`src/design/weight_fmt_pkg.sv`:
```
`default_nettype none

package weight_fmt_pkg;

    // ------------------------------------------------------------------------
    // bus and RAM geometry
    // ------------------------------------------------------------------------
    localparam int BEAT_W    = 128;
    localparam int WORD_W    = 288;
    localparam int TAP_W     = 32;
    localparam int NUM_TAPS  = WORD_W / TAP_W;
    localparam int PAD_W     = WORD_W - 2 * BEAT_W;
    localparam int NUM_BANKS = 16;
    localparam int ADDR_W    = 8;
    localparam int CNT_W     = 11;

    // four banks share one word of a depthwise block
    localparam int NUM_GROUPS      = 4;
    localparam int BANKS_PER_GROUP = NUM_BANKS / NUM_GROUPS;

    typedef logic [BEAT_W-1:0] beat_t;

    // one RAM word, seen as nine taps or as two beats plus pad
    typedef union packed {
        logic [NUM_TAPS-1:0][TAP_W-1:0] taps;
        struct packed {
            logic [PAD_W-1:0] pad;
            beat_t            hi;
            beat_t            lo;
        } pair;
    } weight_word_t;

    // bank i takes word i / BANKS_PER_GROUP
    typedef weight_word_t [NUM_GROUPS-1:0] word_group_t;

endpackage

`default_nettype wire

```
`src/design/net_cfg_pkg.sv`:
```
`default_nettype none

package net_cfg_pkg;

    typedef enum logic [1:0] {
        L_CONV = 2'd0,
        L_DW   = 2'd1,
        L_PW   = 2'd2,
        L_IDLE = 2'd3
    } layer_type_e;

    // ------------------------------------------------------------------------
    // network table, first ten layers only
    // ------------------------------------------------------------------------
    localparam int NUM_LAYERS  = 10;
    localparam int LAYER_IDX_W = 4;

    // shortcut pointwise layers count as plain pointwise
    localparam layer_type_e LAYER_TYPE [NUM_LAYERS] = '{
        L_CONV, L_DW, L_PW, L_PW, L_DW,
        L_PW,   L_PW, L_DW, L_PW, L_PW
    };

    // channel count at the input of each layer, entry n+1 is the output of n
    localparam int unsigned C_SIZE [NUM_LAYERS+1] = '{
        3, 32, 32, 16, 96, 96, 24, 144, 144, 24, 144
    };

    // beat grouping per layer type
    localparam int CONV_TAP_BEATS  = 3;
    localparam int CONV_ROWS       = 3;
    localparam int CONV_BANKS_USED = 16;
    localparam int CONV_PASSES     = 2;
    localparam int DW_BEATS        = 9;
    localparam int PW_BEATS        = 2;

endpackage

`default_nettype wire

```
`src/design/layer_sequencer.sv`:
```
`default_nettype none

module layer_sequencer
    import weight_fmt_pkg::*;
    import net_cfg_pkg::*;
(
    input  wire logic             clk_200M,
    input  wire logic             rst_n,
    input  wire logic [2:0]       layer_done_i,
    output layer_type_e           layer_type_o,
    output logic      [CNT_W-1:0] c_in_o,
    output logic      [CNT_W-1:0] c_out_o,
    output logic      [CNT_W-1:0] w_change_ctrl_o
);

    logic [LAYER_IDX_W-1:0] layer_idx;
    logic                   idle;

    assign idle = (layer_idx >= NUM_LAYERS);

    // advance on the edge that takes the last beat of a layer
    always_ff @(posedge clk_200M or negedge rst_n) begin
        if (!rst_n) begin
            layer_idx <= '0;
        end else if (|layer_done_i) begin
            layer_idx <= layer_idx + 1'b1;
        end
    end

    // table lookup
    always_comb begin
        if (idle) begin
            layer_type_o = L_IDLE;
            c_in_o       = '0;
            c_out_o      = '0;
        end else begin
            layer_type_o = LAYER_TYPE[layer_idx];
            c_in_o       = CNT_W'(C_SIZE[layer_idx]);
            c_out_o      = CNT_W'(C_SIZE[layer_idx + 1]);
        end
    end

    // ------------------------------------------------------------------------
    // RAM change count one cycle behind the layer
    // ------------------------------------------------------------------------
    always_ff @(posedge clk_200M or negedge rst_n) begin
        if (!rst_n) begin
            w_change_ctrl_o <= '0;
        end else begin
            case (layer_type_o)
                L_CONV:  w_change_ctrl_o <= CNT_W'(2);
                L_DW:    w_change_ctrl_o <= '0;
                L_PW:    w_change_ctrl_o <= (c_in_o >> 3) - 1'b1;
                default: w_change_ctrl_o <= w_change_ctrl_o;
            endcase
        end
    end

    a_idx_range: assert property (@(posedge clk_200M) disable iff (!rst_n)
        layer_idx <= NUM_LAYERS)
        else $error("layer index past end of table");

    // only the active gatherer may finish a layer
    a_one_done: assert property (@(posedge clk_200M) disable iff (!rst_n)
        $onehot0(layer_done_i))
        else $error("more than one gatherer reported layer done");

endmodule

`default_nettype wire

```
`config.mk`:
```
export PLATFORM = sky130hd
export DESIGN_NAME = layer_sequencer
export DESIGN_NICKNAME = d
export VERILOG_FILES = /design/src/design/weight_fmt_pkg.sv /design/src/design/net_cfg_pkg.sv /design/src/design/layer_sequencer.sv
export SDC_FILE = /design/constraint.sdc
export NUM_CORES = 1
export LEC_CHECK = 0
export BUFFER_PORTS_ARGS = -buffer_cell sky130_fd_sc_hd__buf_4
export CORE_MARGIN = 5
export CORE_UTILIZATION = 50
export DETAILED_ROUTE_END_ITERATION = 12
export HOLD_SLACK_MARGIN = 0.05
export PLACE_DENSITY = 0.9
export SLEW_MARGIN = 15
export SYNTH_ARGS = -nofsm -noshare
export SYNTH_HDL_FRONTEND = slang
export SYNTH_SLANG_ARGS = --single-unit
```
`constraint.sdc`:
```
create_clock -name clk_200M -period 3.8 [get_ports clk_200M]
set_clock_uncertainty 0.1 [all_clocks]
set_input_delay 0.38 -clock clk_200M [delete_from_list [all_inputs] [get_ports clk_200M]]
set_output_delay 0.38 -clock clk_200M [all_outputs]
set_load 0.005 [all_outputs]
```
==> impl_results.md <==
- Outcome: completed
- Crit-path cells: inv_1, ha_1, a21oi_1, o21ai_0, ha_1, nand3b_1, o21bai_1, o21ai_0
- Final ANT Viol Nets: 0
- Antenna diode count: 0
- Fin Hold WS: between 0.3 and 0.4 ns
- P_int: 0.709 mW
- Die footprint: roughly 3400 um2
- Post-DP HPWL: approximately 2000 um
- Max VDD drop: roughly 0.57 mV
- Worst path depth: 8
- Dpl ws: between 0.8 and 0.9 ns
- Area grow syn2layout: 15.2%
- Clock Power Share: 0.068
- Synth cell types: 38
- Nets@finish: 175
- Worst setup margin: about 0.73 ns
- Initial core utilization: 0.532
- Fin crit period: 3.07 ns
- Vias in the first global route: around 900
- Layout cell share with drive strength beyond 1: 0.256
- Die Y: slightly below 60 um
- Cell area after layout: 1370 um2
- Mapped cell area: roughly 1200 um2
- Total gr overflow: 0
- Max Freq: approximately 0.33 GHz
- Port-buffer cells: 31
- Slew Viols, Final: 0
- Via count: between 1000 and 1500
- Final Wtd Congestion: about 0.85
- Initial antenna violation count: 0
- Placeable Area: ~2200 um2
- Routed length per placed instance: 14.1 um
- Largest net degree at the start of global routing: 27
- Die W: about 59 um
- Reg clk slew, reported paths: 0.09 ns
- Worst Setup SP: layer_idx[1]$_DFFE_PN0P_
- RSZ-0062 raised after global routing: false
- Reg2reg end: w_change_ctrl_o[6]$_DFFE_PN0P_
- CTS H-Tree Depth: 1
- Sw Share: 0.479
- Setup-failing EPs final: 0
- Critical Path AT: approximately 3.2 ns
- Longest Clk Path Bufs: 2
- FF-to-FF Start: layer_idx[1]$_DFFE_PN0P_
- DRC Markers: 0
- Ys async rst share: 1.00
- R2r setup slk: roughly 0.73 ns
- Synth warn: 0
- CTS Buf Count: 3
- Critical path's slowest cell: dfrtp_1
- Crit start category: flip-flop
- Pwr Total: about 1.4 mW
- Gr usage total: 0.158
- Setup tns final: 0 ns
- Ports: 40
- Sink Count: 13
- P_sw: 0.653 mW
- CTS tree: built
- Root buffer cell: clkbuf_4
- Relative slew slack: 0.473
- Cell family with most CP delay: adder cells
- Reg2Reg Depth: 8
- Gate power share: 0.693
- CP max stage delay: between 0.6 and 0.7 ns
- Fin. Hold Viols: 0
- DR pass1 iterations: 4
- CP Class: flip-flop to flip-flop
- Tcrit/Tclk final: 0.807
- Pwr dens: between 900 and 1000 nW/um2
- Hold crit path type: input port to flip-flop
- Setup crit end: w_change_ctrl_o[6]$_DFFE_PN0P_
- Post-synthesis cell count: ~130
- Post-DP Area: 1330 um2
- Initial DRC count: 33
- Sequential share of power: 0.239
- Clk_lat worst skew: about 0.29 ns
- Final wirelength: about 2600 um
- Worst-path maximum fanout: 17
- Mean area per synthesized cell: ~9 um2
- Seq/Total Area, Yosys: 0.274
- Worst Tran Pin Value: ~0.79 ns
- Worst Path Required: 3.91 ns
- P_leak: ~0.67 nW
- Vias per cell: about 5.5
- EDFF count, synth: 0
- CP Buf/Inv Count: 1
- MaxCap Viol Count: 0
- #FFs+latches synth: 13
- Synth Flop Type: dfrtp_1
- Cell Rows: 17
- CP Capture Type: flip-flop
- First-pass GRT wire length: 4220 um
cell usage in the layout (no fill, tap or decap), drive strengths merged, types with 4 or more instances in the layout:
| cell | Yosys | final |
|---|---|---|
| buf | 20 | 31 |
| conb | 1 | 8 |
| dfrtp | 13 | 13 |
| ha | 13 | 13 |
| inv | 6 | 6 |
| mux2 | 4 | 4 |
| nand2 | 11 | 11 |
| nand3b | 4 | 4 |
| nor2 | 5 | 5 |
| nor3 | 4 | 4 |
| nor3b | 4 | 4 |
| o21ai | 10 | 10 |
| xnor2 | 4 | 4 |
cell families after synthesis:
| kind of cell | share of synthesized area |
|---|---|
| AO/OA/AOI/OAI | 0.134 |
| XOR/XNOR | 0.0369 |
| adder cells (fa/ha/maj) | 0.137 |
| buffers and inverters | 0.146 |
| flip-flops | 0.274 |
| multiplexers | 0.0664 |
| other | 0.00316 |
| AND/OR/NAND/NOR | 0.202 |
sequential cells by signal, indices dropped and copies added, names as in the netlist:
name and count:
layer_idx 4, w_change_ctrl_o 9
worst min path at each step:
stage          depth (start not counted)                  endpoint             from  slack [ns]
2_1_floorplan                          0  layer_idx[0]$_DFFE_PN0P_            rst_n       -0.02
3_3_place_gp                           1  layer_idx[3]$_DFFE_PN0P_            rst_n        0.13
3_5_place_dp                           1  layer_idx[3]$_DFFE_PN0P_            rst_n        0.14
4_1_cts                                3  layer_idx[0]$_DFFE_PN0P_  layer_done_i[2]        0.31
5_1_grt                                3  layer_idx[0]$_DFFE_PN0P_  layer_done_i[2]        0.31
6_report                               3  layer_idx[0]$_DFFE_PN0P_  layer_done_i[2]        0.31
metal layers:
layer  up-vias  GRT usage  wire length [um]
met2        43      0.276              1310
met5         -          0                 0
met4         0     0.0388                26
met1       469      0.199              1080
met3         4     0.0263               183
li1        488          -                 -
synth_stat cells, drive strengths merged, types with 4 or more instances:
cell    count  share of area
nor3        4          0.017
inv         6          0.019
buf        20           0.12
nor2        5          0.016
dfrtp      13           0.27
nand2      11          0.035
mux2        4          0.041
xnor2       4          0.030
o21ai      10          0.042
ha         13           0.14
nand3b      4          0.025
nor3b       4          0.025
power groups by stage:
| stage | sequential [mW] | clock [mW] | combinational [mW] |
|---|---|---|---|
| 2_1_floorplan | 0.247 | 0 | 0.719 |
| 3_3_place_gp | 0.313 | 0 | 0.908 |
| 3_5_place_dp | 0.323 | 0 | 0.943 |
| 4_1_cts | 0.322 | 0.0932 | 0.948 |
| 5_1_grt | 0.337 | 0.102 | 1.05 |
| 6_report | 0.326 | 0.0928 | 0.943 |
worst min-delay path: cells and delay by family:
kind | cells | cell delay, ns
buffers and inverters | 1 | 0.07
XOR/XNOR | 1 | 0.13
AND/OR/NAND/NOR | 1 | 0.08
through the flow:
stage | utilization | std cells
after floorplan | - | 141
after global routing | 0.612 | 184
after CTS | 0.612 | 184
final | 0.612 | 184
after detailed placement | 0.596 | 179
after global placement | 0.596 | 179
cell type report:
class                           count  area (um2)
Clock buffer                        3        22.5
Clock inverter                      1        5.00
Fill cell                         191         866
Inverter                            6        22.5
Multi-Input combinational cell    101         714
Sequential cell                    13         325
Tap cell                           28        35.0
Timing Repair Buffer               32         243
repair_timing:
action | in CTS | in global routing
gates resized for setup | 0 | 0
buffers inserted | 0 | 0
endpoints found under the hold margin | 13 | 0
hold buffers | 1 | 0
Note: power is estimated with default switching activity, not from simulation.
