**src/design/weight_fmt_pkg.sv**
```systemverilog
`default_nettype none

package weight_fmt_pkg;

    // ------------------------------------------------------------------------
    // bus and RAM geometry
    // ------------------------------------------------------------------------
    localparam int BEAT_W    = 128;
    localparam int WORD_W    = 288;
    localparam int TAP_W     = 32;
    localparam int NUM_TAPS  = WORD_W / TAP_W;
    localparam int PAD_W     = WORD_W - 2 * BEAT_W;
    localparam int NUM_BANKS = 16;
    localparam int ADDR_W    = 8;
    localparam int CNT_W     = 11;

    // four banks share one word of a depthwise block
    localparam int NUM_GROUPS      = 4;
    localparam int BANKS_PER_GROUP = NUM_BANKS / NUM_GROUPS;

    typedef logic [BEAT_W-1:0] beat_t;

    // one RAM word, seen as nine taps or as two beats plus pad
    typedef union packed {
        logic [NUM_TAPS-1:0][TAP_W-1:0] taps;
        struct packed {
            logic [PAD_W-1:0] pad;
            beat_t            hi;
            beat_t            lo;
        } pair;
    } weight_word_t;

    // bank i takes word i / BANKS_PER_GROUP
    typedef weight_word_t [NUM_GROUPS-1:0] word_group_t;

endpackage

`default_nettype wire

```
**src/design/net_cfg_pkg.sv**
```systemverilog
`default_nettype none

package net_cfg_pkg;

    typedef enum logic [1:0] {
        L_CONV = 2'd0,
        L_DW   = 2'd1,
        L_PW   = 2'd2,
        L_IDLE = 2'd3
    } layer_type_e;

    // ------------------------------------------------------------------------
    // network table, first ten layers only
    // ------------------------------------------------------------------------
    localparam int NUM_LAYERS  = 10;
    localparam int LAYER_IDX_W = 4;

    // shortcut pointwise layers count as plain pointwise
    localparam layer_type_e LAYER_TYPE [NUM_LAYERS] = '{
        L_CONV, L_DW, L_PW, L_PW, L_DW,
        L_PW,   L_PW, L_DW, L_PW, L_PW
    };

    // channel count at the input of each layer, entry n+1 is the output of n
    localparam int unsigned C_SIZE [NUM_LAYERS+1] = '{
        3, 32, 32, 16, 96, 96, 24, 144, 144, 24, 144
    };

    // beat grouping per layer type
    localparam int CONV_TAP_BEATS  = 3;
    localparam int CONV_ROWS       = 3;
    localparam int CONV_BANKS_USED = 16;
    localparam int CONV_PASSES     = 2;
    localparam int DW_BEATS        = 9;
    localparam int PW_BEATS        = 2;

endpackage

`default_nettype wire

```
**src/design/weight_gather_if.sv**
```systemverilog
`default_nettype none

// one write request from a gatherer towards the RAM writer
interface weight_gather_if import weight_fmt_pkg::*; ();

    logic                 wr_stb;
    logic [NUM_BANKS-1:0] bank_sel;
    logic [ADDR_W-1:0]    addr;
    word_group_t          data;

    modport gatherer (
        output wr_stb, bank_sel, addr, data
    );

    modport writer (
        input wr_stb, bank_sel, addr, data
    );

endinterface

`default_nettype wire

```
**src/design/dw_weight_gather.sv**
```systemverilog
`default_nettype none

module dw_weight_gather
    import weight_fmt_pkg::*;
    import net_cfg_pkg::*;
(
    input  wire logic             clk_200M,
    input  wire logic             rst_n,
    input  wire logic             active_i,
    input  wire logic             w_in_vld_i,
    input  wire beat_t            w_in_i,
    input  wire logic [CNT_W-1:0] c_in_i,
    weight_gather_if.gatherer     req,
    output logic                  layer_done_o
);

    logic [$clog2(DW_BEATS)-1:0]   beat_cnt;
    logic [CNT_W-1:0]              grp_cnt;
    logic [CNT_W-1:0]              grp_max;
    logic                          beat;
    logic                          beat_last;
    logic                          grp_last;
    beat_t [DW_BEATS-2:0]          cache_q;
    logic [DW_BEATS*BEAT_W-1:0]    block;

    assign beat      = active_i && w_in_vld_i;
    assign grp_max   = (c_in_i >> 2) - 1'b1;
    assign beat_last = (beat_cnt == DW_BEATS - 1);
    assign grp_last  = (grp_cnt == grp_max);

    always_ff @(posedge clk_200M or negedge rst_n) begin
        if (!rst_n) begin
            beat_cnt <= '0;
            grp_cnt  <= '0;
        end else if (beat) begin
            beat_cnt <= beat_last ? '0 : beat_cnt + 1'b1;
            if (beat_last) begin
                grp_cnt <= grp_last ? '0 : grp_cnt + 1'b1;
            end
        end
    end

    always_ff @(posedge clk_200M) begin
        if (beat) begin
            cache_q <= {w_in_i, cache_q[DW_BEATS-2:1]};
        end
    end

    // 1152-bit block, first beat lowest
    assign block = {w_in_i, cache_q};

    always_comb begin
        for (int g = 0; g < NUM_GROUPS; g++) begin
            req.data[g].taps = block[g*WORD_W +: WORD_W];
        end
    end

    assign req.wr_stb   = beat && beat_last;
    assign req.bank_sel = '1;
    assign req.addr     = '0;

    assign layer_done_o = beat && beat_last && grp_last;

endmodule

`default_nettype wire

```
**src/flat_wrapper.sv**
```systemverilog
// flat-port wrapper written by rule: the top's interface ports become plain ports
module dw_weight_gather_flat import weight_fmt_pkg::*; import net_cfg_pkg::*;
  (clk_200M, rst_n, active_i, w_in_vld_i, w_in_i, c_in_i, layer_done_o, req_wr_stb, req_bank_sel, req_addr, req_data);
  weight_gather_if req_i ();
  input  wire logic clk_200M;
  input  wire logic rst_n;
  input  wire logic active_i;
  input  wire logic w_in_vld_i;
  input  wire beat_t w_in_i;
  input  wire logic [CNT_W-1:0] c_in_i;
  output logic layer_done_o;
  output wire logic [$bits(req_i.wr_stb)-1:0] req_wr_stb;
  output wire logic [$bits(req_i.bank_sel)-1:0] req_bank_sel;
  output wire logic [$bits(req_i.addr)-1:0] req_addr;
  output wire logic [$bits(req_i.data)-1:0] req_data;
  assign req_wr_stb = req_i.wr_stb;
  assign req_bank_sel = req_i.bank_sel;
  assign req_addr = req_i.addr;
  assign req_data = req_i.data;
  dw_weight_gather u_core (.clk_200M(clk_200M), .rst_n(rst_n), .active_i(active_i), .w_in_vld_i(w_in_vld_i), .w_in_i(w_in_i), .c_in_i(c_in_i), .req(req_i), .layer_done_o(layer_done_o));
endmodule
```
**config.mk**
```make
export PLATFORM = sky130hd
export DESIGN_NAME = dw_weight_gather_flat
export DESIGN_NICKNAME = d
export VERILOG_FILES = /design/src/design/weight_fmt_pkg.sv /design/src/design/net_cfg_pkg.sv /design/src/design/weight_gather_if.sv /design/src/design/dw_weight_gather.sv /design/src/flat_wrapper.sv
export SDC_FILE = /design/constraint.sdc
export NUM_CORES = 1
export LEC_CHECK = 0
export ABC_AREA = 1
export BUFFER_PORTS_ARGS = -buffer_cell sky130_fd_sc_hd__buf_2
export CORE_AREA = 2 2 520 522
export CTS_BUF_LIST = sky130_fd_sc_hd__clkbuf_16
export DETAILED_ROUTE_END_ITERATION = 8
export DIE_AREA = 0 0 522 524
export MAX_ROUTING_LAYER = met4
export PLACE_DENSITY = 0.3
export SLEW_MARGIN = 10
export SYNTH_ARGS = -nofsm -noshare
export SYNTH_HDL_FRONTEND = slang
export SYNTH_SLANG_ARGS = --single-unit
```
**constraint.sdc**
```tcl
create_clock -name clk_200M -period 18.9 [get_ports clk_200M]
set_input_delay 2.835 -clock clk_200M [delete_from_list [all_inputs] [get_ports clk_200M]]
set_output_delay 2.835 -clock clk_200M [all_outputs]
set_load 0.05 [all_outputs]
```
==> summary.md <==
| Metric | Value |
|---|---|
| Result of the run | `finished clean` |
| Worst Path Max Fanout | `a little under 80` |
| Max Cap Violations | `0` |
| Clock skew | `44.1 ps` |
| # hold bufs at CTS | `0` |
| Fin nets | `2855` |
| Met2 Use GR | `roughly 15%` |
| Max Slew Vio Count | `0` |
| Drt pass-1 iters | `5` |
| DR WL/cell | `around 22 um` |
| RSZ-0062 raised after global routing | `false` |
| Reg2Reg Depth | `13` |
| Synth top area cells | `edfxtp_1 (93%), buf_4 (3.4%), dfrtp_1 (1.1%)` |
| Syn_area_per_cell | `23.9 um2` |
| Final Hold Fails | `0` |
| FF-to-FF setup slack | `17030 ps` |
| Area share of the largest cell type after synthesis | `approximately 93%` |
| Gr ovfl total | `0` |
| Max frequency | `135 MHz` |
| Leakage | `17.9 nW` |
| Site Rows | `190` |
| Post-synthesis xor/xnor area fraction | `less than 1%` |
| Seq pwr share | `46.3%` |
| Vias per Instance | `2.84` |
| Sw Pwr | `between 1.5 and 2 mW` |
| Critical R2R Launch | `u_core.beat_cnt[1]$_DFFE_PN0P_` |
| Cts bufs inserted | `between 100 and 150` |
| Adder-cell share of the synthesized area | `0.151%` |
| Slew headroom | `between 20% and 30%` |
| Synth top cells by count | `edfxtp_1 (1024), buf_4 (152), nand2_1 (75), inv_1 (40), nor2_1 (20)` |
| Layout cells sized above 1 | `53.9%` |
| Total track usage | `under 10%` |
| Simple-Gate Fraction of Synth Area | `1.66%` |
| GR peak layer | `met2` |
| Chip Width | `~520 um` |
| Fin Setup TNS | `0 ps` |
| Initial Util | `12.4%` |
| Clk sinks | `1039` |
| Cell Int Power | `4.23 mW` |
| Post-synthesis mux area share | `0%` |
| Area grow syn2layout | `43.4%` |
| Die area | `0.274 mm2` |
| Net Sw Frac | `27.6%` |
| CTS tree | `yes` |
| Register area share after synthesis | `between 90% and 100%` |
| IR drop worst, VDD | `0.0674 mV` |
| Via count | `around 18000` |
| Post-layout util | `17.8%` |
| Final WL | `between 100 and 150 mm` |
| Post-synth top flop | `edfxtp_1` |
| Clock root cell | `clkbuf_16` |
| Port bufs | `1294` |
| Grt met3 use | `3.19%` |
| Crit path to | `layer_done_o` |
| Post-synth EDFFs | `1024` |
| Main combinational cell family by area after synthesis | `buffers and inverters` |
| Slowest CP cell | `inv_8` |
| Cells after synthesis | `between 1000 and 1500` |
| CTS resizes | `0` |
| Final setup fails | `0` |
| DRC viols | `0` |
| Number of routed nets with antenna violations | `0` |
| Core ar. | `0.267 mm2` |
| Largest net degree at the start of global routing | `182` |
| Actual slew at the worst max-slew pin | `1140 ps` |
| Final period utilization | `about two fifths` |
| Warnings from Yosys | `0` |
| Vias in the first global route | `18000` |
| Startpoint types | `input pin` |
| Largest area contributor in the netlist | `edfxtp_1` |
| Clock Latency Late Sink | `just under 800 ps` |
| Mapped cell area | `about 0.033 mm2` |
| Antenna violations before repair | `35` |
| Reg2Reg Capture Point | `u_core.grp_cnt[8]$_DFFE_PN0P_` |
| Clock group share of total power | `43.9%` |
| Die height | `between 500 and 600 um` |
| Critical path endpoint category | `output port` |
| Ys async rst share | `1.44%` |
| Gpl congestion | `0.797` |
| GRT met1 Usage | `12.2%` |
| Crit-path max cell delay | `450 ps` |
| Cells along the critical path | `buf_2 > nand2_1 > inv_8 > nand2_2 > inv_2 > nand3_4 > inv_2 > buf_2` |
| WP data arrival | `4570 ps` |
| Netlist cell types | `24` |
| First-pass GRT wire length | `175 mm` |
| DPL Wire Length | `111 mm` |
| Synth Area in Compound Gates | `less than 1%` |
| Minimum clock period | `between 7000 and 8000 ps` |
| Synthesized flop and latch total | `1039` |
| I/O pin count | `1321` |
| Setup crit start | `active_i` |
| H-tree levels | `4` |
| Setup Crit Path Kind | `input pin to output port` |
| Hold WC Path Type | `flip-flop to flip-flop` |
| Most common cell in the synthesized netlist | `edfxtp_1` |
| PwrDens | `roughly 120 mW/mm2` |
| DRT iter0 DRCs | `1312` |
| Worst path required time | `~16000 ps` |
| Clock slew at reported path FFs | `60 ps` |
| Max Buffers Root-to-Sink | `4` |
| Combinational fraction of design power | `9.8%` |
| Number of setup buffers added after CTS | `0` |
==> cell type report <==
type	count	area (um2)
inverter	53	206
multi-input combinational	169	798
fill	29100	220000
clock buffer	142	3550
sequential	1039	31100
clock inverter	98	821
tap	3552	4440
antenna	17	42.5
timing repair buffer	1306	6590
==> sequential cells by signal (all words and copies together), names as in the netlist <==
signal and count:
u_core.req.data 1024, u_core.beat_cnt 4, u_core.grp_cnt 11
==> layer usage <==
metal / share of wire [%] / vias to the layer above
li1: - / 7836
met1: 42 / 9234
met2: 47 / 874
met3: 8.6 / 185
met4: 2.4 / 0
met5: 0 / -
==> power groups by stage <==
stage / logic, mW / registers (mW) / clock network, mW
after floorplan: 0.140 / 3.05 / 0
after global placement: 0.590 / 2.75 / 0
after detailed placement: 0.587 / 2.75 / 0
after CTS: 0.587 / 2.70 / 2.69
after global routing: 0.598 / 2.71 / 2.76
final: 0.575 / 2.70 / 2.56
==> cells by family after synthesis <==
kind of cell             after synthesis
AO/OA/AOI/OAI                          9
XOR/XNOR                               7
adder cells (fa/ha/maj)                4
buffers and inverters                205
flip-flops                          1039
other                                  2
AND/OR/NAND/NOR                      125
==> how the worst min path moves through the flow <==
stage / to / cells after the start / startpoint
floorplan: u_core.beat_cnt[2]$_DFFE_PN0P_ / 1 / u_core.beat_cnt[2]$_DFFE_PN0P_
global placement: u_core.req.data[694]$_DFFE_PP_ / 0 / u_core.req.data[822]$_DFFE_PP_
global route: u_core.req.data[200]$_DFFE_PP_ / 0 / u_core.req.data[328]$_DFFE_PP_
CTS: u_core.req.data[22]$_DFFE_PP_ / 0 / u_core.req.data[150]$_DFFE_PP_
finish: u_core.req.data[112]$_DFFE_PP_ / 0 / u_core.req.data[240]$_DFFE_PP_
detailed placement: u_core.req.data[413]$_DFFE_PP_ / 0 / u_core.req.data[541]$_DFFE_PP_
==> worst max-delay path, delay by kind of cell <==
kind	cells	cell delay, ps
buf+inv	5	1090
simple gates	3	630
==> metrics by stage <==
step / setup slack, ps / area (um2) / hold WS (ps) / total power [mW] / std cells
2_1_floorplan: 31.5 / 33300 / 501 / 3.19 / 1413
3_3_place_gp: 10580 / 43200 / 427 / 3.34 / 6119
3_5_place_dp: 10530 / 43200 / 426 / 3.34 / 6119
4_1_cts: 11330 / 47500 / 405 / 5.98 / 6359
5_1_grt: 11180 / 47600 / 418 / 6.07 / 6366
6_report: 11500 / 47600 / 415 / 5.84 / 6376
==> cell usage in the layout, fill, tap and decap left out, drive strengths merged <==
cell / netlist / layout
a21oi: 2 / 2
a31oi: 2 / 2
buf: 152 / 1306
bufinv: 0 / 10
clkbuf: 0 / 142
clkinv: 2 / 54
clkinvlp: 0 / 5
conb: 2 / 24
dfrtp: 15 / 15
diode: 0 / 17
edfxtp: 1024 / 1024
ha: 4 / 4
inv: 51 / 82
nand2: 77 / 77
nand3: 17 / 17
nand4: 5 / 5
nor2: 25 / 25
nor3: 1 / 1
o21ai: 5 / 5
xnor2: 1 / 1
xor2: 6 / 6
Power figures use the tool's default switching activity.
