File: config.mk
export PLATFORM = sky130hd
export DESIGN_NAME = pw_weight_gather_flat
export DESIGN_NICKNAME = d
export VERILOG_FILES = /design/src/design/weight_fmt_pkg.sv /design/src/design/net_cfg_pkg.sv /design/src/design/weight_gather_if.sv /design/src/design/pw_weight_gather.sv /design/src/flat_wrapper.sv
export SDC_FILE = /design/constraint.sdc
export NUM_CORES = 1
export LEC_CHECK = 0
export ABC_CLOCK_PERIOD_IN_PS = 20300
export BUFFER_PORTS_ARGS = -buffer_cell sky130_fd_sc_hd__buf_2
export CORE_AREA = 5 5 516 518
export CTS_BUF_LIST = sky130_fd_sc_hd__clkbuf_8
export DETAILED_ROUTE_END_ITERATION = 8
export DIE_AREA = 0 0 521 523
export PLACE_DENSITY = 0.3
export REMOVE_ABC_BUFFERS = 1
export SYNTH_ARGS = -nofsm -noshare
export SYNTH_HDL_FRONTEND = slang
export SYNTH_SLANG_ARGS = --single-unit
File: constraint.sdc
create_clock -name clk_200M -period 20.3 [get_ports clk_200M]
set_input_delay 6.09 -clock clk_200M [delete_from_list [all_inputs] [get_ports clk_200M]]
set_output_delay 6.09 -clock clk_200M [all_outputs]
set_load 0.03 [all_outputs]
File: src/design/weight_fmt_pkg.sv
`default_nettype none

package weight_fmt_pkg;

    // ------------------------------------------------------------------------
    // bus and RAM geometry
    // ------------------------------------------------------------------------
    localparam int BEAT_W    = 128;
    localparam int WORD_W    = 288;
    localparam int TAP_W     = 32;
    localparam int NUM_TAPS  = WORD_W / TAP_W;
    localparam int PAD_W     = WORD_W - 2 * BEAT_W;
    localparam int NUM_BANKS = 16;
    localparam int ADDR_W    = 8;
    localparam int CNT_W     = 11;

    // four banks share one word of a depthwise block
    localparam int NUM_GROUPS      = 4;
    localparam int BANKS_PER_GROUP = NUM_BANKS / NUM_GROUPS;

    typedef logic [BEAT_W-1:0] beat_t;

    // one RAM word, seen as nine taps or as two beats plus pad
    typedef union packed {
        logic [NUM_TAPS-1:0][TAP_W-1:0] taps;
        struct packed {
            logic [PAD_W-1:0] pad;
            beat_t            hi;
            beat_t            lo;
        } pair;
    } weight_word_t;

    // bank i takes word i / BANKS_PER_GROUP
    typedef weight_word_t [NUM_GROUPS-1:0] word_group_t;

endpackage

`default_nettype wire

File: src/design/net_cfg_pkg.sv
`default_nettype none

package net_cfg_pkg;

    typedef enum logic [1:0] {
        L_CONV = 2'd0,
        L_DW   = 2'd1,
        L_PW   = 2'd2,
        L_IDLE = 2'd3
    } layer_type_e;

    // ------------------------------------------------------------------------
    // network table, first ten layers only
    // ------------------------------------------------------------------------
    localparam int NUM_LAYERS  = 10;
    localparam int LAYER_IDX_W = 4;

    // shortcut pointwise layers count as plain pointwise
    localparam layer_type_e LAYER_TYPE [NUM_LAYERS] = '{
        L_CONV, L_DW, L_PW, L_PW, L_DW,
        L_PW,   L_PW, L_DW, L_PW, L_PW
    };

    // channel count at the input of each layer, entry n+1 is the output of n
    localparam int unsigned C_SIZE [NUM_LAYERS+1] = '{
        3, 32, 32, 16, 96, 96, 24, 144, 144, 24, 144
    };

    // beat grouping per layer type
    localparam int CONV_TAP_BEATS  = 3;
    localparam int CONV_ROWS       = 3;
    localparam int CONV_BANKS_USED = 16;
    localparam int CONV_PASSES     = 2;
    localparam int DW_BEATS        = 9;
    localparam int PW_BEATS        = 2;

endpackage

`default_nettype wire

File: src/design/weight_gather_if.sv
`default_nettype none

// one write request from a gatherer towards the RAM writer
interface weight_gather_if import weight_fmt_pkg::*; ();

    logic                 wr_stb;
    logic [NUM_BANKS-1:0] bank_sel;
    logic [ADDR_W-1:0]    addr;
    word_group_t          data;

    modport gatherer (
        output wr_stb, bank_sel, addr, data
    );

    modport writer (
        input wr_stb, bank_sel, addr, data
    );

endinterface

`default_nettype wire

File: src/design/pw_weight_gather.sv
`default_nettype none

module pw_weight_gather
    import weight_fmt_pkg::*;
    import net_cfg_pkg::*;
(
    input  wire logic             clk_200M,
    input  wire logic             rst_n,
    input  wire logic             active_i,
    input  wire logic             w_in_vld_i,
    input  wire beat_t            w_in_i,
    input  wire logic [CNT_W-1:0] c_in_i,
    input  wire logic [CNT_W-1:0] c_out_i,
    weight_gather_if.gatherer     req,
    output logic                  layer_done_o
);

    logic [$clog2(PW_BEATS)-1:0] pair_cnt;
    logic [CNT_W-1:0]            in_cnt;
    logic [CNT_W-1:0]            out_cnt;
    logic [CNT_W-1:0]            in_max;
    logic [CNT_W-1:0]            out_max;
    logic                        beat;
    logic                        pair_last;
    logic                        in_last;
    logic                        out_last;
    beat_t                       cache_q;
    weight_word_t                word;

    // eight inputs per write, sixteen outputs per input sweep
    assign in_max    = (c_in_i >> 3) - 1'b1;
    assign out_max   = (c_out_i >> 4) - 1'b1;
    assign beat      = active_i && w_in_vld_i;
    assign pair_last = (pair_cnt == PW_BEATS - 1);
    assign in_last   = (in_cnt == in_max);
    assign out_last  = (out_cnt == out_max);

    // ------------------------------------------------------------------------
    // pair, input group and output group counters
    // ------------------------------------------------------------------------
    always_ff @(posedge clk_200M or negedge rst_n) begin
        if (!rst_n) begin
            pair_cnt <= '0;
            in_cnt   <= '0;
            out_cnt  <= '0;
        end else if (beat) begin
            pair_cnt <= pair_last ? '0 : pair_cnt + 1'b1;
            if (pair_last) begin
                in_cnt <= in_last ? '0 : in_cnt + 1'b1;
                if (in_last) begin
                    out_cnt <= out_last ? '0 : out_cnt + 1'b1;
                end
            end
        end
    end

    always_ff @(posedge clk_200M) begin
        if (beat) begin
            cache_q <= w_in_i;
        end
    end

    // zero pad on top of the two beats
    always_comb begin
        word.pair.pad = '0;
        word.pair.hi  = w_in_i;
        word.pair.lo  = cache_q;
    end

    assign req.wr_stb   = beat && pair_last;
    assign req.bank_sel = '1;
    assign req.addr     = ADDR_W'(in_cnt);
    assign req.data     = {NUM_GROUPS{word}};

    assign layer_done_o = beat && pair_last && in_last && out_last;

endmodule

`default_nettype wire

File: src/flat_wrapper.sv
// flat-port wrapper written by rule: the top's interface ports become plain ports
module pw_weight_gather_flat import weight_fmt_pkg::*; import net_cfg_pkg::*;
  (clk_200M, rst_n, active_i, w_in_vld_i, w_in_i, c_in_i, c_out_i, layer_done_o, req_wr_stb, req_bank_sel, req_addr, req_data);
  weight_gather_if req_i ();
  input  wire logic clk_200M;
  input  wire logic rst_n;
  input  wire logic active_i;
  input  wire logic w_in_vld_i;
  input  wire beat_t w_in_i;
  input  wire logic [CNT_W-1:0] c_in_i;
  input  wire logic [CNT_W-1:0] c_out_i;
  output logic layer_done_o;
  output wire logic [$bits(req_i.wr_stb)-1:0] req_wr_stb;
  output wire logic [$bits(req_i.bank_sel)-1:0] req_bank_sel;
  output wire logic [$bits(req_i.addr)-1:0] req_addr;
  output wire logic [$bits(req_i.data)-1:0] req_data;
  assign req_wr_stb = req_i.wr_stb;
  assign req_bank_sel = req_i.bank_sel;
  assign req_addr = req_i.addr;
  assign req_data = req_i.data;
  pw_weight_gather u_core (.clk_200M(clk_200M), .rst_n(rst_n), .active_i(active_i), .w_in_vld_i(w_in_vld_i), .w_in_i(w_in_i), .c_in_i(c_in_i), .c_out_i(c_out_i), .req(req_i), .layer_done_o(layer_done_o));
endmodule
==> results.py <==
metrics = {
    "clocking": {
        "cts_resized": 0,
        "cts_buffer_depth": 2,
        "clk-insertion-delay-late_ps": 630,
        "clkTransAtPathRegs_ps": 110,
        "tritoncts_num_sinks": 151,
        "clock_tree_from_tritoncts": "yes",
        "cts_setup_buffers": 0,
        "root_buf_cell": "sky130_fd_sc_hd__clkbuf_8",
        "postCtsHoldBufs": 0,
        "cts-buffers-inserted": 17,
        "h-tree-depth": 4,
    },
    "yosys": {
        "netlist_instances": 1371,
        "post_synth_instance_area_um2": 13460,
        "synth-async-reset-ratio_pct": 15.23,
        "synth.top_cell.area_share_pct": 58.44,
        "count_of_flip_flops_with_a_built_in_enable_after_synthesis": 128,
        "syn_avg_cell_area_um2": 9.820,
        "ys_top_cells_by_count": "sky130_fd_sc_hd__buf_4 (1,048), sky130_fd_sc_hd__edfxtp_1 (128), sky130_fd_sc_hd__dfrtp_1 (23)",
        "synth_flop_cell": "sky130_fd_sc_hd__edfxtp_1",
        "yosysSeqAreaShare_pct": 32.83,
        "synth_top_cells_by_area": "sky130_fd_sc_hd__buf_4 (58%), sky130_fd_sc_hd__edfxtp_1 (29%), sky130_fd_sc_hd__dfrtp_1 (4.3%)",
        "synth.distinct_cells": 60,
        "yosys.area.top_type": "sky130_fd_sc_hd__buf_4",
        "synth_seq_cells": 151,
        "yosys.cell_count.top_type": "sky130_fd_sc_hd__buf_4",
        "ys_warns": 0,
    },
    "setup_path": {
        "cp_data_arrival_time_ps": 8390,
        "most_frequent_cell_on_critical_path": "sky130_fd_sc_hd__buf_2",
        "crit_cells": 8,
        "worst-r2r-setup-slack_ps": 17700,
        "maximum_fanout_encountered_on_the_critical_timing_path": 12,
        "crit_type": "primary input to primary output",
        "critPathMaxStageDelay_ps": 430,
        "worstRegToRegCells": 7,
        "crit_path_end": "layer_done_o",
        "regToRegStartpoint": "u_core.out_cnt[3]",
        "crit_buf_inv": 2,
        "worst_setup_path_end_kind": "primary output",
        "cpMaxStageDelayCell": "sky130_fd_sc_hd__a2111oi_4",
        "worstSetupStartpoint": "c_in_i[4]",
        "required_ps": 14210,
        "crit_path_cell_trace": "buf_2 > nor3_4 > mux2i_1 > or3b_4 > a2111oi_4 > and3_4 > and2_1 > buf_2",
        "reg2reg_to": "u_core.out_cnt[0]",
        "crit_family": "simple AND/OR/NAND/NOR gates",
        "worstSetupStartpointType": "primary input",
    },
    "power_and_ir_drop": {
        "p_leak_nw": 7.299,
        "cellPowerDensity_nw_per_um2": 77.60,
        "highest_ir_drop_seen_on_vdd_v": 0.00005285,
    },
    "floorplan": {
        "floorplan.core_area_um2": 261100,
        "die_w_um": 521,
        "dieHeight_um": 523,
        "floorplan.initialDensity_pct": 5.156,
        "die_area_um2": 272500,
        "num_rows": 188,
        "io_pins": 1332,
    },
    "route": {
        "detailedRoute.firstIterationViolations": 993,
        "drt-pass1-iter-count": 5,
        "drt_drc_violations_left": 0,
        "num_vias": 10450,
        "wl_mm": 151.1,
        "drt-vias-per-instance": 2.037,
        "routed_wl_per_cell_um": 29.46,
        "ant_nets": 0,
    },
    "timing": {
        "achievable_clock_frequency_mhz": 69.06,
        "timing_hold_violations_final": 0,
        "layout_worst_path_cycle_share_pct": 71.33,
        "grt_setup_unrepaired": "false",
        "final_report_max_slew_violation_count": 0,
        "slew_headroom_pct": 28.93,
        "setup_viols_final": 0,
        "worst_clock_skew_ps": 15.91,
        "worst_pin_slew_ps": 1066,
        "totalNegativeSetupSlack_ps": 0,
        "final.min_clock_period_ps": 14480,
    },
    "flow_run": {
        "drv.max_cap_violation_count": 0,
    },
    "min_path": {
        "hold_start": "u_core.pair_cnt",
        "min-delay-path-class": "flop to flop",
        "worst_hold_path.num_cells": 1,
    },
    "global_routing": {
        "grt_max_degree": 98,
        "initial_antenna_violation_count": 79,
        "grt_pass1_vias": 9155,
        "first_pass_grt_wire_length_mm": 167.8,
        "grt_overflow": 0,
        "grtUsageTotal_pct": 10.43,
    },
    "final_layout": {
        "final_cell_count_no_fill": 5129,
        "final_nets": 1818,
        "drive_above_1_share_pct": 73.16,
        "layout.filler_cells": 30820,
        "layout-area-overhead-vs-synth_pct": 24.54,
    },
    "place": {
        "hpwl_mm": 134.4,
        "number_of_cells_after_detailed_placement": 5061,
        "io_buffer_count": 1180,
        "gp_congestion": 0.8305,
    },
    "run_status": {
        "run_status": "completed",
    },
}
-- report_power, final --
group          switching, mW  internal (mW)  total [mW]  leakage [nW]
Sequential            0.0672          0.363       0.430          1.51
Combinational          0.486          0.101       0.587          5.60
Clock                  0.184          0.100       0.284         0.189
Total                  0.738          0.564        1.30          7.30
-- through the flow --
stage          worst slack, ps  cell area, µm²  power, mW  hold slack, ps  util [%]
2_1_floorplan             3230            6083     0.5939           441.5         -
3_3_place_gp              5741           16300      1.038           458.9     6.242
3_5_place_dp              5728           16300      1.037           459.8     6.242
4_1_cts                   5734           16680      1.350           479.9     6.387
5_1_grt                   5651           16690      1.361           526.4     6.391
6_report                  5820           16770      1.301           479.5     6.422
-- sequential cells by signal (all words and copies together) (netlist names) --
signal and flops:
u_core.pair_cnt 1, u_core.cache_q 128, u_core.in_cnt 11, u_core.out_cnt 11
-- routing by layer --
| metal | global-route usage, % | part of all wire [%] |
|---|---|---|
| met2 | 16.63 | 45 |
| met5 | 0.6237 | 0.083 |
| met4 | 3.542 | 3.7 |
| met3 | 4.704 | 11 |
| met1 | 12.37 | 40 |
-- logic make-up (layout without fill, tap and decap cells) --
group                    count (synthesis)  after routing  synth area share (%)
multiplexers                             3              3                0.2323
buffers and inverters                 1062           1222                 59.00
AO/OA/AOI/OAI                           37             37                 2.175
other                                    2            180               0.05578
XOR/XNOR                                29             29                 1.887
AND/OR/NAND/NOR                         83             83                 3.457
flip-flops                             151            151                 32.83
adder cells (fa/ha/maj)                  4              4                0.3718
-- cell usage in the layout, fill, tap and decap left out, drive strengths merged, types with 5 or more instances in the layout --
| cell type | count |
|---|---|
| and2 | 5 |
| diode | 36 |
| xnor2 | 11 |
| o21ai | 8 |
| edfxtp | 128 |
| nor3 | 7 |
| inv | 15 |
| clkbuf | 17 |
| conb | 144 |
| and3 | 8 |
| xor2 | 18 |
| dfrtp | 23 |
| nor2 | 16 |
| buf | 1182 |
| nand3 | 10 |
| nand2 | 16 |
-- worst min path at each step --
stage	to	slack, ps
after floorplan	u_core.pair_cnt	440
after global placement	u_core.pair_cnt	460
after detailed placement	u_core.pair_cnt	460
after CTS	u_core.pair_cnt	480
after global routing	u_core.pair_cnt	530
final	u_core.pair_cnt	480
-- layout make-up --
cell class	instances	area, µm²	share of cell area (%)
well taps	3420	4279	25.52
repair buffers	1182	5933	35.39
clock inverters	15	145.1	0.8656
inverters	8	30.03	0.1791
clock buffers	17	234.0	1.395
multi-input cells	300	1637	9.760
flip-flops and latches	151	4419	26.36
diodes	36	90.09	0.5373
Note: power is estimated with default switching activity, not from simulation.
