### config.mk
export PLATFORM = sky130hd
export DESIGN_NAME = conv_weight_gather_flat
export DESIGN_NICKNAME = d
export VERILOG_FILES = /design/src/design/weight_fmt_pkg.sv /design/src/design/net_cfg_pkg.sv /design/src/design/weight_gather_if.sv /design/src/design/conv_weight_gather.sv /design/src/flat_wrapper.sv
export SDC_FILE = /design/constraint.sdc
export NUM_CORES = 1
export LEC_CHECK = 0
export BUFFER_PORTS_ARGS = -buffer_cell sky130_fd_sc_hd__buf_4
export CAP_MARGIN = 15
export CORE_AREA = 10 10 504 506
export CTS_CLUSTER_DIAMETER = 60
export DETAILED_ROUTE_END_ITERATION = 8
export DIE_AREA = 0 0 514 516
export HOLD_SLACK_MARGIN = 0.03
export PLACE_DENSITY = 0.35
export SYNTH_ARGS = -nofsm -noshare
export SYNTH_HDL_FRONTEND = slang
export SYNTH_SLANG_ARGS = --single-unit
export TNS_END_PERCENT = 50
### constraint.sdc
create_clock -name clk_200M -period 1.46 [get_ports clk_200M]
set_input_delay 0.146 -clock clk_200M [delete_from_list [all_inputs] [get_ports clk_200M]]
set_output_delay 0.146 -clock clk_200M [all_outputs]
set_load 0.01 [all_outputs]
### src/design/weight_fmt_pkg.sv
`default_nettype none

package weight_fmt_pkg;

    // ------------------------------------------------------------------------
    // bus and RAM geometry
    // ------------------------------------------------------------------------
    localparam int BEAT_W    = 128;
    localparam int WORD_W    = 288;
    localparam int TAP_W     = 32;
    localparam int NUM_TAPS  = WORD_W / TAP_W;
    localparam int PAD_W     = WORD_W - 2 * BEAT_W;
    localparam int NUM_BANKS = 16;
    localparam int ADDR_W    = 8;
    localparam int CNT_W     = 11;

    // four banks share one word of a depthwise block
    localparam int NUM_GROUPS      = 4;
    localparam int BANKS_PER_GROUP = NUM_BANKS / NUM_GROUPS;

    typedef logic [BEAT_W-1:0] beat_t;

    // one RAM word, seen as nine taps or as two beats plus pad
    typedef union packed {
        logic [NUM_TAPS-1:0][TAP_W-1:0] taps;
        struct packed {
            logic [PAD_W-1:0] pad;
            beat_t            hi;
            beat_t            lo;
        } pair;
    } weight_word_t;

    // bank i takes word i / BANKS_PER_GROUP
    typedef weight_word_t [NUM_GROUPS-1:0] word_group_t;

endpackage

`default_nettype wire

### src/design/net_cfg_pkg.sv
`default_nettype none

package net_cfg_pkg;

    typedef enum logic [1:0] {
        L_CONV = 2'd0,
        L_DW   = 2'd1,
        L_PW   = 2'd2,
        L_IDLE = 2'd3
    } layer_type_e;

    // ------------------------------------------------------------------------
    // network table, first ten layers only
    // ------------------------------------------------------------------------
    localparam int NUM_LAYERS  = 10;
    localparam int LAYER_IDX_W = 4;

    // shortcut pointwise layers count as plain pointwise
    localparam layer_type_e LAYER_TYPE [NUM_LAYERS] = '{
        L_CONV, L_DW, L_PW, L_PW, L_DW,
        L_PW,   L_PW, L_DW, L_PW, L_PW
    };

    // channel count at the input of each layer, entry n+1 is the output of n
    localparam int unsigned C_SIZE [NUM_LAYERS+1] = '{
        3, 32, 32, 16, 96, 96, 24, 144, 144, 24, 144
    };

    // beat grouping per layer type
    localparam int CONV_TAP_BEATS  = 3;
    localparam int CONV_ROWS       = 3;
    localparam int CONV_BANKS_USED = 16;
    localparam int CONV_PASSES     = 2;
    localparam int DW_BEATS        = 9;
    localparam int PW_BEATS        = 2;

endpackage

`default_nettype wire

### src/design/weight_gather_if.sv
`default_nettype none

// one write request from a gatherer towards the RAM writer
interface weight_gather_if import weight_fmt_pkg::*; ();

    logic                 wr_stb;
    logic [NUM_BANKS-1:0] bank_sel;
    logic [ADDR_W-1:0]    addr;
    word_group_t          data;

    modport gatherer (
        output wr_stb, bank_sel, addr, data
    );

    modport writer (
        input wr_stb, bank_sel, addr, data
    );

endinterface

`default_nettype wire

### src/design/conv_weight_gather.sv
`default_nettype none

module conv_weight_gather
    import weight_fmt_pkg::*;
    import net_cfg_pkg::*;
(
    input  wire logic        clk_200M,
    input  wire logic        rst_n,
    input  wire logic        active_i,
    input  wire logic        w_in_vld_i,
    input  wire beat_t       w_in_i,
    weight_gather_if.gatherer req,
    output logic             layer_done_o
);

    logic [$clog2(CONV_TAP_BEATS)-1:0]  tap_cnt;
    logic [$clog2(CONV_ROWS)-1:0]       row_cnt;
    logic [$clog2(CONV_BANKS_USED)-1:0] bank_cnt;
    logic [$clog2(CONV_PASSES)-1:0]     pass_cnt;
    logic                               beat;
    logic                               tap_last;
    logic                               row_last;
    logic                               bank_last;
    logic                               pass_last;
    beat_t [1:0]                        cache_q;
    weight_word_t                       word;

    assign beat      = active_i && w_in_vld_i;
    assign tap_last  = (tap_cnt == CONV_TAP_BEATS - 1);
    assign row_last  = (row_cnt == CONV_ROWS - 1);
    assign bank_last = (bank_cnt == CONV_BANKS_USED - 1);
    assign pass_last = (pass_cnt == CONV_PASSES - 1);

    // ------------------------------------------------------------------------
    // nested counters for tap beat, row, bank and pass
    // ------------------------------------------------------------------------
    always_ff @(posedge clk_200M or negedge rst_n) begin
        if (!rst_n) begin
            tap_cnt  <= '0;
            row_cnt  <= '0;
            bank_cnt <= '0;
            pass_cnt <= '0;
        end else if (beat) begin
            tap_cnt <= tap_last ? '0 : tap_cnt + 1'b1;
            if (tap_last) begin
                row_cnt <= row_last ? '0 : row_cnt + 1'b1;
                if (row_last) begin
                    bank_cnt <= bank_last ? '0 : bank_cnt + 1'b1;
                    if (bank_last) begin
                        pass_cnt <= pass_last ? '0 : pass_cnt + 1'b1;
                    end
                end
            end
        end
    end

    // newest beat enters at the top
    always_ff @(posedge clk_200M) begin
        if (beat) begin
            cache_q <= {w_in_i, cache_q[1]};
        end
    end

    // tap 8 is the low lane of the third beat
    assign word.taps = {w_in_i[TAP_W-1:0], cache_q};

    assign req.wr_stb   = beat && tap_last;
    assign req.bank_sel = NUM_BANKS'(1) << bank_cnt;
    assign req.addr     = ADDR_W'(row_cnt);
    assign req.data     = {NUM_GROUPS{word}};

    assign layer_done_o = beat && tap_last && row_last && bank_last && pass_last;

    // the sequencer leaves the conv layer only after its last beat
    a_conv_whole_layer: assert property (@(posedge clk_200M) disable iff (!rst_n)
        $fell(active_i) |-> $past(layer_done_o))
        else $error("conv layer left before its last beat");

endmodule

`default_nettype wire

### src/flat_wrapper.sv
// flat-port wrapper written by rule: the top's interface ports become plain ports
module conv_weight_gather_flat import weight_fmt_pkg::*; import net_cfg_pkg::*;
  (clk_200M, rst_n, active_i, w_in_vld_i, w_in_i, layer_done_o, req_wr_stb, req_bank_sel, req_addr, req_data);
  weight_gather_if req_i ();
  input  wire logic clk_200M;
  input  wire logic rst_n;
  input  wire logic active_i;
  input  wire logic w_in_vld_i;
  input  wire beat_t w_in_i;
  output logic layer_done_o;
  output wire logic [$bits(req_i.wr_stb)-1:0] req_wr_stb;
  output wire logic [$bits(req_i.bank_sel)-1:0] req_bank_sel;
  output wire logic [$bits(req_i.addr)-1:0] req_addr;
  output wire logic [$bits(req_i.data)-1:0] req_data;
  assign req_wr_stb = req_i.wr_stb;
  assign req_bank_sel = req_i.bank_sel;
  assign req_addr = req_i.addr;
  assign req_data = req_i.data;
  conv_weight_gather u_core (.clk_200M(clk_200M), .rst_n(rst_n), .active_i(active_i), .w_in_vld_i(w_in_vld_i), .w_in_i(w_in_i), .req(req_i), .layer_done_o(layer_done_o));
endmodule
==> flow_results.org <==
** Run status
- Run status :: finished, violations left
- Failing checks :: negative setup slack

** STA
- Max-slew violations :: 0
- Worst rel slew slack :: 0.6632
- For the final routed database, the setup TNS stands at -44.28 ns.
- Clock period minus final worst setup slack :: 2.087 ns
- Maximum clock frequency :: around 0.48 GHz
- Worst clock skew :: between 0.03 and 0.04 ns
- Worst-margin pin slew :: between 0.5 and 0.6 ns
- Count of endpoints failing setup in the final report :: about 830
- The final hold violation count was 0.
- Unrepaired setup endpoints after global routing :: true
- Dividing the final minimum period by the clock period gives 1.430.
- Hold timing on the final database bottoms out at a slack of about 0.085 ns.
- Setup slack on the critical path of the routed design comes to -0.6273 ns.

** Clock tree
- Clock Pin Slew Worst Setup and Hold Paths :: roughly 0.060 ns
- CTS tree :: done
- Number of buffers on the longest clock path :: 3
- CTS Root Buffer Type :: sky130_fd_sc_hd__clkbuf_16
- The later pin in the worst-skew pair is clocked with a latency of 0.65 ns.
- Clock tree synthesis found a total of 265 sinks.
- H-tree Lvls :: 2
- Number of CTS-inserted buffers :: between 40 and 50

** Synthesis
- The synthesized design spends more area on one cell type than any other, namely sky130_fd_sc_hd__edfxtp_1.
- Of the post-synthesis cell area, the dominant cell type holds 0.5086.
- Count of flip-flops with a built-in enable after synthesis :: roughly 260
- Flip-flop cell with the highest count after synthesis :: sky130_fd_sc_hd__edfxtp_1
- In this run the mean area of a mapped cell was between 10 and 15 µm².
- Of the total synthesized cell area, the portion taken by XOR and XNOR cells is 0.0005794.
- Area contributors post-synth :: sky130_fd_sc_hd__edfxtp_1 (51%), sky130_fd_sc_hd__buf_4 (45%), sky130_fd_sc_hd__dfrtp_1 (1.5%)
- Synth Warn # :: 0
- FFs w/ async S/R, synth :: 0.03396
- Arithmetic-cell share of the synthesized area counting full adders, half adders and majority gates :: 0.004966
- The cell area that synthesis handed to floorplanning was 15,120 µm².
- For this run, the register share of the synthesized area comes to 0.5235.
- Synthesis produced between 1,000 and 1,500 cells.
- Synthesis-stage register bit count :: approximately 270
- By area, the combinational part of the netlist is dominated by buffers and inverters.
- Multiplexer share of the synthesized area :: 0.0007450
- The netlist uses 31 different library cells.
- Post-synthesis simple-gate area fraction :: 0.01498
- Post-synthesis compound-gate area fraction :: 0.004801

** Critical path
- STA classifies the critical path startpoint as a flop.
- The largest single stage delay on the critical path is 0.42 ns.
- The critical path goes through ha_4 > buf_4 > buf_6 > ha_4 > and2_4 > buf_6.
- The critical path in this run is classified as flop to output pin.
- Data on the critical path arrives at its endpoint at 1.94 ns.
- Along the worst path, the maximum fanout reaches 3.
- The worst setup path is captured at an output pin.
- Data required time of the worst path :: 1.31 ns
- Measured in cells, the most critical reg-to-reg path has a length of 5.
- Library cell contributing the largest single delay on the critical path :: sky130_fd_sc_hd__dfrtp_1

** Finish
- Post-route cell area :: between 30,000 and 40,000 µm²
- Final core area utilization :: 0.1334
- Of the cells placed in the final design, the portion with a size suffix greater than 1 is 0.8037.
- Area Overhead vs Synth :: 115.6%
- Total number of nets in the final design :: 2,320

** Die
- Floorplan die area :: 265,200 µm²
- Core Rows :: about 180
- Starting density of the core :: 0.06186
- The core region is 244,300 µm².
- For this design the top-level I/O count stands at between 1,000 and 1,500.
- The die is 516 µm tall.
- Chip Width :: around 510 µm

** Placement
- Placed inst area :: between 20,000 and 25,000 µm²
- Routability-driven placement finished with a final weighted congestion of about 0.8.
- PortBufs :: about 1,300
- The HPWL after detailed placement is around 120 mm.

** Drt
- After detailed routing, the number of vias per cell comes to about 2.3.
- Number of remaining DRC errors :: 0
- Antenna Nets Post-Route :: 0
- After detailed routing, the total wire length is between 100 and 150 mm.
- The first detailed-routing pass ran for 5 iterations.
- Initial detailed-routing violation count :: 741
- After detailed routing, the average wire length per cell comes to ~25 µm.
- The final route contains about 13,000 vias.

** Power
- The worst-case IR drop observed on VDD is ~0.78 mV.
- Summed over all cells, the static leakage comes to 13.70 nW.
- Cell Pwr Density :: approximately 870 nW/µm²

** Global route
- Largest net degree at the start of global routing :: 44
- The number of antenna violations at the first check in global routing is 34.
- Overall overflow remaining after global route :: 0
- Via count of the first global-routing pass :: 13,560
- First-pass GRT wire length :: 162.2 mm
- In the global route stage, overall resource usage came out at 0.09459.

** Flow run
- The tool flagged a number of max-cap violations equal to 0.

** Hold path
- Min-Delay Path Class :: input port to flop
- Counting instances, the worst hold path has a depth of 5.
flip-flops by register name (all words and copies together) (netlist names):
| signal | cells |
|---|---|
| u_core.req.data | 256 |
| u_core.bank_cnt | 4 |
| u_core.row_cnt | 2 |
| u_core.tap_cnt | 2 |
| u_core.pass_cnt | 1 |
report_power, final:
group          total (mW)  internal [mW]  switching [mW]  leakage [nW]
clock                11.2           6.45            4.71         0.746
sequential           9.31           8.87           0.439          2.52
combinational        7.97           4.16            3.81          10.4
total                28.4           19.5            8.96          13.7
stage by stage:
step                total power, mW  setup WS [ns]  instances
finish                        28.44        -0.6273       5447
detailed placement            15.31       -0.05279       4930
global placement              15.32       -0.07753       4930
floorplan                     12.28         -2.957       1231
CTS                           28.72        -0.7477       5388
global route                  29.78        -0.7439       5443
cell families (layout without fill, tap and decap cells):
kind of cell / Yosys count / after routing
AO/OA/AOI/OAI: 10 / 10
other: 1 / 12
adder cells (fa/ha/maj): 6 / 6
multiplexers: 1 / 1
XOR/XNOR: 1 / 1
AND/OR/NAND/NOR: 32 / 32
flip-flops: 265 / 265
buffers and inverters: 910 / 1900
layout make-up:
class                   instances  area (µm²)
diodes                          6       15.01
clock buffers                  52        1195
clock inverters                36       379.1
fillers                     27390      211700
inverters                       6       36.28
multi-input cells              56       536.8
flip-flops and latches        265        7914
well taps                    3220        4029
repair buffers               1806       18490
synth_stat cells (all sizes together), types with 2 or more instances:
library cell / instances
a21o: 2
and2: 12
and3: 4
buf: 903
dfrtp: 9
edfxtp: 256
ha: 6
inv: 6
nand2: 3
nor2: 3
nor2b: 2
nor3b: 2
o21ai: 3
placed cells by master, fill, tap and decap left out, types with 2 or more instances in the layout:
cell	instances
sky130_fd_sc_hd__a21o_1	2
sky130_fd_sc_hd__and2_1	6
sky130_fd_sc_hd__and2_4	6
sky130_fd_sc_hd__and3_2	2
sky130_fd_sc_hd__and3_4	2
sky130_fd_sc_hd__buf_12	51
sky130_fd_sc_hd__buf_4	597
sky130_fd_sc_hd__buf_6	998
sky130_fd_sc_hd__buf_8	29
sky130_fd_sc_hd__bufinv_16	2
sky130_fd_sc_hd__clkbuf_1	5
sky130_fd_sc_hd__clkbuf_16	47
sky130_fd_sc_hd__clkinv_1	5
sky130_fd_sc_hd__clkinv_16	2
sky130_fd_sc_hd__clkinv_2	3
sky130_fd_sc_hd__clkinv_4	4
sky130_fd_sc_hd__clkinv_8	2
sky130_fd_sc_hd__clkinvlp_4	7
sky130_fd_sc_hd__conb_1	6
sky130_fd_sc_hd__dfrtp_1	8
sky130_fd_sc_hd__diode_2	6
sky130_fd_sc_hd__dlygate4sd3_1	131
sky130_fd_sc_hd__edfxtp_1	256
sky130_fd_sc_hd__ha_4	5
sky130_fd_sc_hd__inv_4	2
sky130_fd_sc_hd__inv_6	10
sky130_fd_sc_hd__inv_8	3
sky130_fd_sc_hd__nand2_1	2
sky130_fd_sc_hd__nor2_2	3
sky130_fd_sc_hd__o21ai_0	3
routing by layer:
metal / GRT usage / part of all wire / wire length, µm / vias to the layer above
li1: - / - / - / 5038
met1: 0.1127 / 0.40 / 54630 / 6300
met2: 0.1554 / 0.46 / 62680 / 1035
met3: 0.04298 / 0.11 / 14990 / 142
met4: 0.02193 / 0.023 / 3124 / 8
met5: 0 / 0.00035 / 47 / -
path summary, 6_finish.rpt:
| check | from | endpoint | slack, ns |
|---|---|---|---|
| worst max-delay path | u_core.bank_cnt[1]$_DFFE_PN0P_ | req_bank_sel[15] | -0.63 |
| worst min-delay path | active_i | u_core.pass_cnt$_DFFE_PN0P_ | 0.08 |
| worst max register to register | u_core.tap_cnt[0]$_DFFE_PN0P_ | u_core.bank_cnt[3]$_DFFE_PN0P_ | -0.12 |
| worst min register to register | u_core.pass_cnt$_DFFE_PN0P_ | u_core.pass_cnt$_DFFE_PN0P_ | 0.47 |
| max in group asynchronous | rst_n | u_core.bank_cnt[2]$_DFFE_PN0P_ | 0.56 |
| min in group asynchronous | rst_n | u_core.pass_cnt$_DFFE_PN0P_ | 0.52 |
worst max-delay path: cells and delay by family (launching register included):
kind	cells	cell delay, ns
flops	1	0.42
fa+ha+maj	2	0.33
buf+inv	3	0.37
simple gates	1	0.16
repair_timing:
action	CTS	global route
gates resized for setup	747	373
pin swaps	1	3
hold endpoints to repair	148	0
buffers inserted	240	57
hold buffers	131	0
setup endpoints to repair	1042	1044
No activity file was read; power rests on OpenSTA's default activity.
